==> src/common/cpu_pkg.sv <==
package cpu_pkg;

    // opcodes 8..15 are left undefined and execute as no-ops.
    typedef enum logic [3:0] {
        OP_JMP  = 4'd0,
        OP_LOD  = 4'd1,
        OP_STR  = 4'd2,
        OP_ADD  = 4'd3,
        OP_ADDI = 4'd4,
        OP_LODI = 4'd5,
        OP_NAND = 4'd6,
        OP_JEQZ = 4'd7
    } opcode_t;

    // register form: op d s t.
    typedef struct packed {
        logic [3:0] op;
        logic [3:0] d;
        logic [3:0] s;
        logic [3:0] t;
    } r_inst_t;

    // immediate form: op d imm.
    typedef struct packed {
        logic [3:0] op;
        logic [3:0] d;
        logic [7:0] imm;
    } i_inst_t;

    // one instruction word, read through whichever view the opcode calls for.
    typedef union packed {
        r_inst_t r;
        i_inst_t i;
    } inst_t;

    // one client's request to the shared memory bus.
    typedef struct packed {
        logic       req;
        logic       we;
        logic [7:0] addr;
        logic [7:0] wdata;
    } mem_req_t;

    // register file write.
    typedef struct packed {
        logic       we;
        logic [3:0] addr;
        logic [7:0] val;
    } wb_t;

endpackage

==> src/logic/mem_arb.sv <==
module mem_arb import cpu_pkg::*; (
    input  logic       clk,
    input  logic       rst,
    input  mem_req_t   fetch_bus,
    input  mem_req_t   exec_bus,
    output logic [7:0] addr,
    output logic [7:0] data_out,
    output logic       we,
    output logic       fetch_ready,
    output logic       exec_ready
);

    logic gnt_exec;
    logic gnt_fetch;

    // a client still shows req during its ready cycle, so mask it then.
    assign gnt_exec  = exec_bus.req & ~exec_ready;
    assign gnt_fetch = fetch_bus.req & ~fetch_ready & ~gnt_exec; // exec wins.

    assign addr     = gnt_exec ? exec_bus.addr : fetch_bus.addr;
    assign data_out = gnt_exec ? exec_bus.wdata : 8'h00;
    assign we       = gnt_exec & exec_bus.we;

    always_ff @(posedge clk) begin
        if (rst) begin
            fetch_ready <= 1'b0;
            exec_ready  <= 1'b0;
        end else begin
            fetch_ready <= gnt_fetch; // read data is on data_in now.
            exec_ready  <= gnt_exec;
        end
    end

    a_one_ready: assert property (@(posedge clk) disable iff (rst)
        !(fetch_ready && exec_ready));

endmodule

==> src/cpu/reg_file.sv <==
module reg_file import cpu_pkg::*; (
    input  logic       clk,
    input  logic       rst,
    input  logic [3:0] rd_d,
    input  logic [3:0] rd_s,
    input  logic [3:0] rd_t,
    input  wb_t        rf_wr,
    output logic [7:0] rs_d,
    output logic [7:0] rs_s,
    output logic [7:0] rs_t
);

    logic [7:0] regs [16];

    always_ff @(posedge clk) begin
        if (rst) begin
            for (int i = 0; i < 16; i++) begin
                regs[i] <= 8'h00;
            end
        end else if (rf_wr.we) begin
            regs[rf_wr.addr] <= rf_wr.val;
        end
    end

    // reads are combinational, a write shows up the cycle after.
    assign rs_d = regs[rd_d];
    assign rs_s = regs[rd_s];
    assign rs_t = regs[rd_t];

endmodule

==> src/cpu/fetch.sv <==
module fetch import cpu_pkg::*; (
    input  logic       clk,
    input  logic       rst,
    input  logic       fetch_start,
    input  logic [7:0] fetch_pc,
    input  logic [7:0] data_in,
    input  logic       bus_ready,
    output mem_req_t   bus,
    output logic       fetch_done,
    output inst_t      fetch_inst
);

    typedef enum logic [1:0] {
        F_IDLE,
        F_HI,
        F_LO
    } state_t;

    state_t     state;
    logic [7:0] pc_q;
    logic [7:0] hi_q;

    // high byte first, then the low byte at pc+1.
    assign bus.req   = (state != F_IDLE);
    assign bus.we    = 1'b0;
    assign bus.addr  = (state == F_LO) ? pc_q + 8'd1 : pc_q;
    assign bus.wdata = 8'h00;

    always_ff @(posedge clk) begin
        if (rst) begin
            state      <= F_IDLE;
            fetch_done <= 1'b0;
        end else begin
            fetch_done <= 1'b0;
            case (state)
                F_IDLE: if (fetch_start) state <= F_HI;
                F_HI:   if (bus_ready) state <= F_LO;
                F_LO: begin
                    if (bus_ready) begin
                        fetch_done <= 1'b1;
                        state      <= F_IDLE;
                    end
                end
                default: state <= F_IDLE;
            endcase
        end
    end

    always_ff @(posedge clk) begin
        if (state == F_IDLE && fetch_start) pc_q <= fetch_pc;
        if (state == F_HI && bus_ready) hi_q <= data_in;
        if (state == F_LO && bus_ready) fetch_inst <= {hi_q, data_in}; // held until next start.
    end

    a_start_when_idle: assert property (@(posedge clk) disable iff (rst)
        fetch_start |-> state == F_IDLE);

endmodule

==> src/cpu/exec.sv <==
module exec import cpu_pkg::*; (
    input  logic       clk,
    input  logic       rst,
    input  logic       exec_start,
    input  inst_t      exec_inst,
    input  logic [7:0] exec_pc,
    input  logic [7:0] rs_d,
    input  logic [7:0] rs_s,
    input  logic [7:0] rs_t,
    input  logic [7:0] data_in,
    input  logic       bus_ready,
    output logic [3:0] rd_d,
    output logic [3:0] rd_s,
    output logic [3:0] rd_t,
    output mem_req_t   bus,
    output logic       exec_done,
    output wb_t        exec_wb,
    output logic       jump_taken,
    output logic [7:0] jump_pc
);

    typedef enum logic {
        X_IDLE,
        X_MEM
    } state_t;

    state_t     state;
    opcode_t    op;
    logic       is_mem;
    wb_t        wb_next;
    logic       take_next;
    logic [7:0] target_next;
    logic       mem_we;
    logic [7:0] mem_addr;
    logic [7:0] mem_wdata;

    assign op     = opcode_t'(exec_inst.r.op);
    assign is_mem = (op == OP_LOD) || (op == OP_STR);
    assign rd_d   = exec_inst.r.d;
    assign rd_s   = exec_inst.r.s;
    assign rd_t   = exec_inst.r.t;

    assign bus.req   = (state == X_MEM);
    assign bus.we    = mem_we;
    assign bus.addr  = mem_addr;
    assign bus.wdata = mem_wdata;

    always_comb begin
        wb_next      = '0;
        wb_next.addr = exec_inst.r.d;
        take_next    = 1'b0;
        target_next  = exec_pc + 8'd2; // fall through.
        case (op)
            OP_JMP: begin
                take_next   = 1'b1;
                target_next = exec_inst.i.imm;
            end
            OP_LOD:  wb_next.we = 1'b1; // value arrives from the bus.
            OP_ADD: begin
                wb_next.we  = 1'b1;
                wb_next.val = rs_s + rs_t;
            end
            OP_ADDI: begin
                wb_next.we  = 1'b1;
                wb_next.val = rs_d + exec_inst.i.imm;
            end
            OP_LODI: begin
                wb_next.we  = 1'b1;
                wb_next.val = exec_inst.i.imm;
            end
            OP_NAND: begin
                wb_next.we  = 1'b1;
                wb_next.val = ~(rs_s & rs_t);
            end
            OP_JEQZ: begin
                take_next   = (rs_d == 8'h00);
                target_next = take_next ? rs_s : target_next;
            end
            default: ; // STR and undefined opcodes write no register.
        endcase
    end

    always_ff @(posedge clk) begin
        if (rst) begin
            state      <= X_IDLE;
            exec_done  <= 1'b0;
            jump_taken <= 1'b0;
        end else begin
            exec_done  <= 1'b0;
            jump_taken <= 1'b0;
            case (state)
                X_IDLE: begin
                    if (exec_start && is_mem) begin
                        state <= X_MEM;
                    end else if (exec_start) begin
                        exec_done  <= 1'b1;
                        jump_taken <= take_next;
                    end
                end
                X_MEM: begin
                    if (bus_ready) begin
                        exec_done <= 1'b1;
                        state     <= X_IDLE;
                    end
                end
                default: state <= X_IDLE;
            endcase
        end
    end

    always_ff @(posedge clk) begin
        if (state == X_IDLE && exec_start) begin
            mem_we    <= (op == OP_STR);
            mem_addr  <= rs_s;
            mem_wdata <= rs_d;
            exec_wb   <= wb_next;
            jump_pc   <= target_next;
        end
        if (state == X_MEM && bus_ready) exec_wb.val <= data_in;
    end

endmodule

==> src/cpu/stage_ctrl.sv <==
module stage_ctrl import cpu_pkg::*; #(
    parameter logic [7:0] RESET_PC = 8'h00
) (
    input  logic       clk,
    input  logic       rst,
    input  logic       fetch_done,
    input  inst_t      fetch_inst,
    input  logic       exec_done,
    input  wb_t        exec_wb,
    input  logic       jump_taken,
    input  logic [7:0] jump_pc,
    output logic       fetch_start,
    output logic [7:0] fetch_pc,
    output logic       exec_start,
    output inst_t      exec_inst,
    output logic [7:0] exec_pc,
    output wb_t        rf_wr
);

    logic [7:0] pc;         // address of the next word to fetch.
    inst_t      ibuf;
    logic [7:0] ibuf_pc;
    logic       ibuf_valid;
    logic       fetch_busy; // the first fetch has been issued.
    logic       fetch_held; // fetch finished but the buffer was full.
    logic       exec_busy;
    logic       flush_pend;

    logic       word_in;
    logic       redirect;
    logic       drop;
    logic       take;

    assign word_in  = fetch_done | fetch_held;
    assign redirect = exec_done & jump_taken;
    assign drop     = word_in & (flush_pend | redirect); // stale word after a jump.
    assign take     = word_in & ~drop & ~ibuf_valid;

    always_ff @(posedge clk) begin
        if (rst) begin
            pc          <= RESET_PC;
            ibuf_valid  <= 1'b0;
            fetch_busy  <= 1'b0;
            fetch_held  <= 1'b0;
            exec_busy   <= 1'b0;
            flush_pend  <= 1'b0;
            fetch_start <= 1'b0;
            exec_start  <= 1'b0;
            rf_wr       <= '0;
        end else begin
            fetch_start <= 1'b0;
            exec_start  <= 1'b0;
            rf_wr       <= exec_done ? exec_wb : '0;
            fetch_held  <= word_in & ~take & ~drop;

            if (!fetch_busy) begin // first fetch after reset.
                fetch_start <= 1'b1;
                fetch_pc    <= pc;
                fetch_busy  <= 1'b1;
            end

            if (take) begin
                ibuf        <= fetch_inst;
                ibuf_pc     <= pc;
                ibuf_valid  <= 1'b1;
                pc          <= pc + 8'd2;
                fetch_start <= 1'b1;
                fetch_pc    <= pc + 8'd2;
            end

            if (drop) begin
                flush_pend  <= 1'b0;
                fetch_start <= 1'b1;
                fetch_pc    <= redirect ? jump_pc : pc;
            end

            // a fetch is always in flight unless its word is here now.
            if (redirect) begin
                pc         <= jump_pc;
                ibuf_valid <= 1'b0;
                flush_pend <= ~word_in;
            end

            // issue from the buffer once the previous writeback is done.
            if (ibuf_valid && !exec_busy && !exec_start) begin
                exec_start <= 1'b1;
                exec_inst  <= ibuf;
                exec_pc    <= ibuf_pc;
                ibuf_valid <= 1'b0;
            end

            if (exec_start) begin
                exec_busy <= 1'b1;
            end else if (exec_done) begin
                exec_busy <= 1'b0;
            end
        end
    end

    a_no_start_while_busy: assert property (@(posedge clk) disable iff (rst)
        exec_start |-> !exec_busy);

endmodule

==> src/cpu/eightbit.sv <==
module eightbit import cpu_pkg::*; #(
    parameter logic [7:0] RESET_PC = 8'h00
) (
    input  logic       clk,
    input  logic       rst,
    input  logic [7:0] data_in,
    output logic [7:0] addr,
    output logic [7:0] data_out,
    output logic       we
);

    logic       fetch_start;
    logic [7:0] fetch_pc;
    logic       fetch_done;
    inst_t      fetch_inst;

    logic       exec_start;
    inst_t      exec_inst;
    logic [7:0] exec_pc;
    logic       exec_done;
    wb_t        exec_wb;
    logic       jump_taken;
    logic [7:0] jump_pc;

    wb_t        rf_wr;
    logic [3:0] rd_d;
    logic [3:0] rd_s;
    logic [3:0] rd_t;
    logic [7:0] rs_d;
    logic [7:0] rs_s;
    logic [7:0] rs_t;

    mem_req_t   fetch_bus;
    mem_req_t   exec_bus;
    logic       fetch_ready;
    logic       exec_ready;

    stage_ctrl #(
        .RESET_PC(RESET_PC)
    ) u_stage_ctrl (
        .clk(clk),
        .rst(rst),
        .fetch_done(fetch_done),
        .fetch_inst(fetch_inst),
        .exec_done(exec_done),
        .exec_wb(exec_wb),
        .jump_taken(jump_taken),
        .jump_pc(jump_pc),
        .fetch_start(fetch_start),
        .fetch_pc(fetch_pc),
        .exec_start(exec_start),
        .exec_inst(exec_inst),
        .exec_pc(exec_pc),
        .rf_wr(rf_wr)
    );

    fetch u_fetch (
        .clk(clk),
        .rst(rst),
        .fetch_start(fetch_start),
        .fetch_pc(fetch_pc),
        .data_in(data_in),
        .bus_ready(fetch_ready),
        .bus(fetch_bus),
        .fetch_done(fetch_done),
        .fetch_inst(fetch_inst)
    );

    exec u_exec (
        .clk(clk),
        .rst(rst),
        .exec_start(exec_start),
        .exec_inst(exec_inst),
        .exec_pc(exec_pc),
        .rs_d(rs_d),
        .rs_s(rs_s),
        .rs_t(rs_t),
        .data_in(data_in),
        .bus_ready(exec_ready),
        .rd_d(rd_d),
        .rd_s(rd_s),
        .rd_t(rd_t),
        .bus(exec_bus),
        .exec_done(exec_done),
        .exec_wb(exec_wb),
        .jump_taken(jump_taken),
        .jump_pc(jump_pc)
    );

    reg_file u_reg_file (
        .clk(clk),
        .rst(rst),
        .rd_d(rd_d),
        .rd_s(rd_s),
        .rd_t(rd_t),
        .rf_wr(rf_wr),
        .rs_d(rs_d),
        .rs_s(rs_s),
        .rs_t(rs_t)
    );

    mem_arb u_mem_arb (
        .clk(clk),
        .rst(rst),
        .fetch_bus(fetch_bus),
        .exec_bus(exec_bus),
        .addr(addr),
        .data_out(data_out),
        .we(we),
        .fetch_ready(fetch_ready),
        .exec_ready(exec_ready)
    );

endmodule

==> config.mk <==
export PLATFORM = sky130hd
export DESIGN_NAME = eightbit
export DESIGN_NICKNAME = d
export VERILOG_FILES = /design/src/common/cpu_pkg.sv /design/src/logic/mem_arb.sv /design/src/cpu/reg_file.sv /design/src/cpu/fetch.sv /design/src/cpu/exec.sv /design/src/cpu/stage_ctrl.sv /design/src/cpu/eightbit.sv
export SDC_FILE = /design/constraint.sdc
export NUM_CORES = 1
export LEC_CHECK = 0
export BUFFER_PORTS_ARGS = -buffer_cell sky130_fd_sc_hd__buf_2
export CAP_MARGIN = 25
export CORE_ASPECT_RATIO = 1.25
export CORE_MARGIN = 10
export CORE_UTILIZATION = 48
export DETAILED_ROUTE_END_ITERATION = 8
export PLACE_DENSITY = 0.74
export SLEW_MARGIN = 20
export SYNTH_ARGS = -nofsm -noshare
export SYNTH_HDL_FRONTEND = slang
export SYNTH_HIERARCHICAL = 1
export SYNTH_SLANG_ARGS = --single-unit
==> constraint.sdc <==
create_clock -name clk -period 3.15 [get_ports clk]
set_input_delay 0.63 -clock clk [delete_from_list [all_inputs] [get_ports clk]]
set_output_delay 0.63 -clock clk [all_outputs]
set_load 0.05 [all_outputs]
Yosys cells after proc, flatten, opt, wreduce, memory -nomap -nowiden:

Memories as Yosys holds them, arrays and structs flattened. A register that Yosys moved wholly into a read port is not among the register bits.
Index checks and enable logic that the tools add are counted.

* reductions and logical operators: 29
* $lt $le $gt $ge: 0
* bitwise operators: 26
* add/subtract/negate cells: 5
* multipliers: 0
* multiplexer cells: 48
* div/mod/pow operators: 0
* eq/ne operators: 13
* shifts and indexed selects: 0

Operators by type and width (count)
* $mux W8: 13
* $pmux W8 S4: 1
* $mux W1: 22
* $add A8 B2 Y8 const B: 2
* $add A8 B8 Y8: 2
* $eq A4 B3 Y1 const B: 4
* $mux W4: 4
* $pmux W8 S2: 1
* $not A1 Y1: 12
* $and A1 B1 Y1: 10
* $reduce_bool A2 Y1: 5
* $add A8 B1 Y8 const B: 1
* $and A8 B8 Y8: 1
* $eq A4 B2 Y1 const B: 2
* $logic_and A1 B1 Y1: 8
* $logic_not A8 Y1: 1
* $not A8 Y8: 1
* $reduce_or A8 Y1: 1
* $mux W2: 3
* $pmux W1 S2: 3
* $pmux W2 S3: 1
* $reduce_and A2 Y1: 3
* $reduce_or A5 Y1: 1
* $eq A4 B1 Y1 const B: 1
* 14 further kinds: 18

* bits in writable memories: 128
* output and inout port bits: 17
* register bits after elaboration: 162
* memory bits (read-only): 0
* memories kept: 1
* input port bits: 10
* bits in latches: 0

Memory list
* u_reg_file.regs: words 16, bits a word 8, rd ports 3, clocked after Yosys merged registers in 3, write ports 16, RTL line reg_file.sv:13 `logic [7:0] regs [16];`

Logic depth before layout (Yosys ltp):

Gate-level depths: netlist (run 1).

* word-level depth: 9
* mapped depth: 14

Hierarchy:

Netlist (run 1), hierarchy kept.

Modules (own cells, without submodules)
* reg_file: instances 1, area an instance 7743.7 sq um, cells an instance 515, seq. area each 3843.7 sq um
* stage_ctrl: instances 1, area an instance 2939.1 sq um, cells an instance 193, seq. area each 2242.2 sq um
* exec: instances 1, area an instance 2627.5 sq um, cells an instance 249, seq. area each 1201.2 sq um
* fetch: instances 1, area an instance 1318.8 sq um, cells an instance 76, seq. area each 1021.0 sq um
* mem_arb: instances 1, area an instance 275.3 sq um, cells an instance 24, seq. area each 40.0 sq um

Worst setup path before layout (run 1):

OpenSTA, ideal clock, no wires.

* path type: register to register
* start point: reg u_stage_ctrl/exec_inst[4] (netlist name)
* end point: reg u_exec/exec_wb[6] (netlist name)
* path buffers: 3
* slack: -0.266 ns
* clock period less this slack: 3.416 ns
* data arrival time: 3.158 ns
* stages on the path, launching flop included: 15
* cells stage by stage: edfxtp_1 > buf_4 > buf_2 > buf_2 > mux4_2 > a22oi_1 > nand2_1 > ha_1 > fa_1 > a211oi_1 > nor2_1 > o2111ai_1 > o211ai_1 > a211oi_1 > o21ai_1

* word-level cells in the longest chain between the ends: 4

RTL lines
* start: declaration: RTL line stage_ctrl.sv:15 `output inst_t exec_inst,`
* start signal: assignment: RTL line stage_ctrl.sv:87 `exec_inst <= ibuf;`
* $add A8 B8 Y8: RTL line exec.sv:65 `wb_next.val = rs_d + exec_inst.i.imm;`
* $pmux W8 S4: RTL line exec.sv:53 `case (op)`
* $mux W8: RTL line exec.sv:112 `if (state == X_IDLE && exec_start) begin`
* $mux W8: RTL line exec.sv:119 `if (state == X_MEM && bus_ready) exec_wb.val <= data_in;`

No other way between the ends. The select of a mux whose other input is x is not followed.
A chain may end at the register's enable or synchronous reset.

Final worst setup path (run 1):

* start point: reg u_stage_ctrl/exec_inst[4] (netlist name)
* end point: reg u_exec/exec_wb[7] (netlist name)

* word-level cells in the longest chain between the ends: 4

RTL lines (RTL line)
* $add A8 B8 Y8: exec.sv:65
* $pmux W8 S4: exec.sv:53
* $mux W8: exec.sv:112
* $mux W8: exec.sv:119

No other way between the ends. The select of a mux whose other input is x is not followed.

==> reports/results.ini, run 1 <==
[cells_and_area]
fill_cells=2304
fin_util_pct=58.4
final_common_cell=edfxtp_1
drive_above_1_share_pct=36.6
num_antenna_cells=0
final_cell_mix=edfxtp_1, and2_1, buf_4, mux4_2, nand2_1
fin_cells=1591
nets=1198
syn2layout_area_growth_pct=19.3

[status]
status=finished with violations
violations=setup timing

[worst_setup_path]
critPathTopFamily=simple AND/OR/NAND/NOR gates
crit_type=reg2reg
startpoint_type=flip-flop
slowest_stage=edfxtp_1
timing.critical_path.buf_inv=3
crit_path_end_kind=flip-flop
crit_chain=buf_4 -> buf_12 -> buf_4 -> mux4_2 -> a22oi_2 -> nand2_1 -> ha_4 -> o21ai_0 -> nor2_1 -> or4_1 -> mux2i_1 -> o21ai_1 -> nand3_1
arrival_ns=3.65
worstPathRequired_ns=3.47
crit_path_max_incr_delay_ns=0.44
crit_fanout=9
cp_common_cell=buf_4

[pwr]
intPower_uw=6390
combPwrFrac_pct=4.0
powerDensity_nw_per_um2=457
seq_power_share_pct=52.9
cellLeakagePower_uw=0.00642
power_uw=8090
switchingPower_uw=1700
peakVddDrop_uv=417
power_frac_clock_pct=43.1
switching_share_pct=21.0

[sta]
fmax_mhz=300
setup_viol=5
period_share_pct=106
timing.final.crit_period_ns=3.34
slew_headroom_pct=36.8
setup_ws_ns=-0.187
rsz0062_at_grt=true
final.setup_skew_ns=0.0220
hold_violations=0
slew_viol_final=0
worst_slew_pin_slew_ns=0.947

[drt]
wl_per_cell_um=26.5
drtIter0Drc=1115
routed_wl_um=42200
vias=10200
vias_per_cell=6.39
drc=0
dr.pass1.iters=5
ant_nets=0

[floorplan]
dieArea_um2=38400
ioPinCount=27
core_area_um2=30300
fp.dieW_um=177
start_util_pct=49.0
die_height_um=217
num_rows=71

[cts]
cts-root-buf=clkbuf_16
clockBufferDepth=3
cts-buffers-inserted=28
cts_tree=built
htreeDepth=1
clk_pin_slew_ns=0.07
clkLatencyLatePin_ns=0.57
cts_sinks=290

[global_routing]
grt_pass1_wl_um=61700
grt_use_total_pct=21.2
grt_pass1_vias=9973
grt_overflow_total=0
antenna_found_initial=1
grt_max_degree=37

[synth]
netlist_area_um2=14800
ys_warn_count=6
synth.avg_cell_area_um2=14.2
synthesis.nets=1077
syn_inst=1047

[place]
gp_congestion=1.01
dp.cells=1510
port_buffers=26
hpwl_um=29300

[run]
maxCapViolations=0

[min_path]
worstHoldPathType=in2reg

## routing by layer
layer	track usage (%)	share of wire (%)
met5	0	0.031
met4	11.0	5.8
met3	3.30	8.5
met2	36.2	51
met1	25.2	35
## per-stage QoR
| stage | setup TNS, ns | worst slack (ns) | hold WS, ns | cell area (um^2) |
|---|---|---|---|---|
| finish | -0.559 | -0.187 | 0.287 | 17700 |
| global route | -0.840 | -0.203 | 0.280 | 17700 |
| CTS | -0.298 | -0.0704 | 0.271 | 17300 |
| detailed placement | -0.835 | -0.175 | 0.405 | 16000 |
| global placement | -0.757 | -0.144 | 0.401 | 16000 |
| floorplan | 0 | 0.00229 | 0.400 | 14900 |
## power groups by stage
stage / sequential [uW] / combinational [uW] / clock [uW]
floorplan: 4330 / 188 / 0
finish: 4280 / 324 / 3480
CTS: 4280 / 306 / 3530
global placement: 4350 / 289 / 0
global route: 4280 / 338 / 3680
detailed placement: 4360 / 293 / 0
## path summary, 6_finish.rpt
check                                 startpoint                              end  slack [ns]  cells past startpoint
max reg2reg  u_stage_ctrl/exec_inst[4]$_DFFE_PP_      u_exec/exec_wb[7]$_DFFE_PP_       -0.19                     13
min reg2reg      u_fetch/fetch_inst[0]$_DFFE_PP_   u_stage_ctrl/ibuf[0]$_DFFE_PP_        0.41                      0
max          u_stage_ctrl/exec_inst[4]$_DFFE_PP_      u_exec/exec_wb[7]$_DFFE_PP_       -0.19                     13
min                                   data_in[5]  u_fetch/fetch_inst[5]$_DFFE_PP_        0.29                      1
## area by class of cell
type	instances	area, um^2	area share, %
clock inverter	18	213	1.20
inverter	8	30.0	0.170
multi-input combinational	675	6450	36.5
tap	401	502	2.84
timing repair buffer	165	1400	7.92
clock buffer	34	743	4.20
sequential	290	8350	47.2
## registers in the layout (all words and copies together) (netlist names), 2 cells and up
register and cells:
u_reg_file/regs 128, u_fetch/fetch_inst 16, u_stage_ctrl/exec_inst 16, u_stage_ctrl/ibuf 16, u_exec/exec_wb 13, u_stage_ctrl/rf_wr 13, u_exec/jump_pc 8, u_exec/mem_addr 8
u_exec/mem_wdata 8, u_fetch/hi_q 8, u_fetch/pc_q 8, u_stage_ctrl/exec_pc 8, u_stage_ctrl/fetch_pc 8, u_stage_ctrl/ibuf_pc 8, u_stage_ctrl/pc 8, u_fetch/state 2
## timing repair
| action | 4_1_cts | 5_1_grt |
|---|---|---|
| endpoints found under the setup margin | 13 | 15 |
| hold buffers | 0 | 0 |
| buffers inserted | 3 | 22 |
| gates resized for setup | 37 | 44 |
| gates cloned | 1 | 4 |
| pin swaps | 16 | 30 |
No activity file was read; power rests on OpenSTA's default activity.
==> inputs of run 2 (changes only) <==
Settings changed: CORE_UTILIZATION 48 to 45, PLACE_DENSITY 0.74 to 0.71.
==> run 2 against run 1 <==
Effect of this change:
- the run still ends with setup timing left
- critical path depth is 1 higher
- global-route usage is 1.2 points lower
- utilization is 4.4 points lower
- combinational power is 6% lower
- power is 0.71% higher
- via count is 3.3% lower
- non-clock buffer count is 9 lower
- register-to-register slack hardly changed
- sequential share of layout area is 0.23 points higher
- clock power is 2% higher
==> reports/results.ini, run 2 (same netlist as run 1, synthesis figures left out) <==
[status]
status=finished with violations
violations=setup timing

[cts]
cts_tree=built
cts-root-buf=clkbuf_16
hold_buffers=0
cts-buffers-inserted=28
clockBufferDepth=3
cts_sinks=290
htreeDepth=1
clkLatencyLatePin_ns=0.58
clk_pin_slew_ns=0.06

[cells_and_area]
nets=1189
top_register=u_reg_file/regs
num_antenna_cells=0
fin_cells=1598
final_common_cell=edfxtp_1
final_cell_mix=edfxtp_1, and2_1, buf_4, mux4_2, nand2_1
drive_above_1_share_pct=35.4
syn2layout_area_growth_pct=18.7
fin_area_um2=17600
fill_cells=2576
ff_latch_area_um2=8350
largest_reg_flops=128
multi_input_area_um2=6390

[worst_setup_path]
startpoint_type=flip-flop
arrival_ns=3.64
crit_chain=buf_4 -> clkbuf_16 -> mux4_2 -> a22oi_2 -> nand2_2 -> buf_4 -> ha_4 -> a211oi_2 -> nor2_1 -> buf_4 -> o2111ai_2 -> o31ai_2 -> a211oi_2 -> o21ai_0
slowest_stage=mux4_2
crit_type=reg2reg
crit_path_max_incr_delay_ns=0.50
crit_fanout=4
critPathTopFamily=compound AO/OA/AOI/OAI gates
crit_path_end_kind=flip-flop
worstPathRequired_ns=3.45
cp_common_cell=buf_4
timing.critical_path.buf_inv=4

[drt]
wl_per_cell_um=26.0
drc=0
routed_wl_um=41600
vias_per_cell=6.15
dr.pass1.iters=5
ant_nets=0
drtIter0Drc=976
vias=9831

[pwr]
powerDensity_nw_per_um2=463
peakVddDrop_uv=527
cellLeakagePower_uw=0.00639

[place]
hpwl_um=29000
port_buffers=26
gp_congestion=1.01
dp.cells=1514
pre_cts_ws_ns=-0.152
placed_area_um2=16000

[sta]
fmax_mhz=299
slew_viol_final=0
timing.final.crit_period_ns=3.34
slew_headroom_pct=36.7
worst_slew_pin_slew_ns=0.948
final.setup_skew_ns=0.0245
setup_viol=4
rsz0062_at_grt=true
hold_violations=0
period_share_pct=106
whs_ns=0.283
setup_ws_ns=-0.194

[floorplan]
ioPinCount=27
dieArea_um2=40700
num_rows=74
fp.dieW_um=182
die_height_um=223
start_util_pct=45.5
core_area_um2=32600

[global_routing]
grt_max_degree=36
grt_use_total_pct=20.0
antenna_found_initial=0
grt_pass1_vias=9876
grt_pass1_wl_um=61800
grt_overflow_total=0

[min_path]
worstHoldPathType=in2reg

[run]
maxCapViolations=0

## run 2: worst reg2reg max path: cells and delay by family, from the launching register on
kind                       cells  cell delay (ns)
DFF                            1             0.45
buffers and inverters          4             0.65
AOI/OAI and AO/OA              6             1.10
muxes                          1             0.50
adders and majority gates      1             0.21
and+or+nand+nor                2             0.17
## run 2: power breakdown
group / switching, uW / internal (uW)
Combinational: 163 / 142
Sequential: 62.4 / 4220
Clock: 1450 / 2110
Total: 1670 / 6470
## run 2: layer usage
layer / routed length [um] / global-route usage, % / vias to the layer above
met2: 20700 / 33.7 / 495
li1: - / - / 4286
met4: 3070 / 13.3 / 0
met5: 0 / 0 / -
met1: 15000 / 23.0 / 4896
met3: 2830 / 3.08 / 154
## run 2: repair_timing
item / 4_1_cts / 5_1_grt
pin swaps: 16 / 13
endpoints found under the setup margin: 6 / 9
gates resized for setup: 51 / 25
setup buffers: 15 / 16
cloned: 2 / 1
## run 2: layout make-up
cell class                 count  area share [%]
inverter                       8           0.171
sequential                   290            47.4
timing repair buffer         156            7.57
clock buffer                  38            4.55
multi-input combinational    675            36.3
clock inverter                13            1.01
tap                          418            2.97
## run 2: path summary, 6_finish.rpt
| path | start | end | slack, ns | cells after the start |
|---|---|---|---|---|
| min reg2reg | u_fetch/hi_q[0]$_DFFE_PP_ | u_fetch/fetch_inst[8]$_DFFE_PP_ | 0.41 | 0 |
| max reg2reg | u_stage_ctrl/exec_inst[0]$_DFFE_PP_ | u_exec/exec_wb[5]$_DFFE_PP_ | -0.19 | 14 |
| min | data_in[0] | u_fetch/fetch_inst[0]$_DFFE_PP_ | 0.28 | 1 |
| max | u_stage_ctrl/exec_inst[0]$_DFFE_PP_ | u_exec/exec_wb[5]$_DFFE_PP_ | -0.19 | 14 |
## run 2: stage by stage
| stage | TNS, ns | utilization [%] | total power (uW) |
|---|---|---|---|
| after CTS | -0.0869 | 53.3 | 8200 |
| after detailed placement | -0.485 | 49.0 | 4640 |
| after global placement | -0.315 | 49.0 | 4630 |
| after global routing | -1.17 | 54.0 | 8370 |
| after floorplan | 0 | - | 4520 |
| final | -0.582 | 54.0 | 8150 |
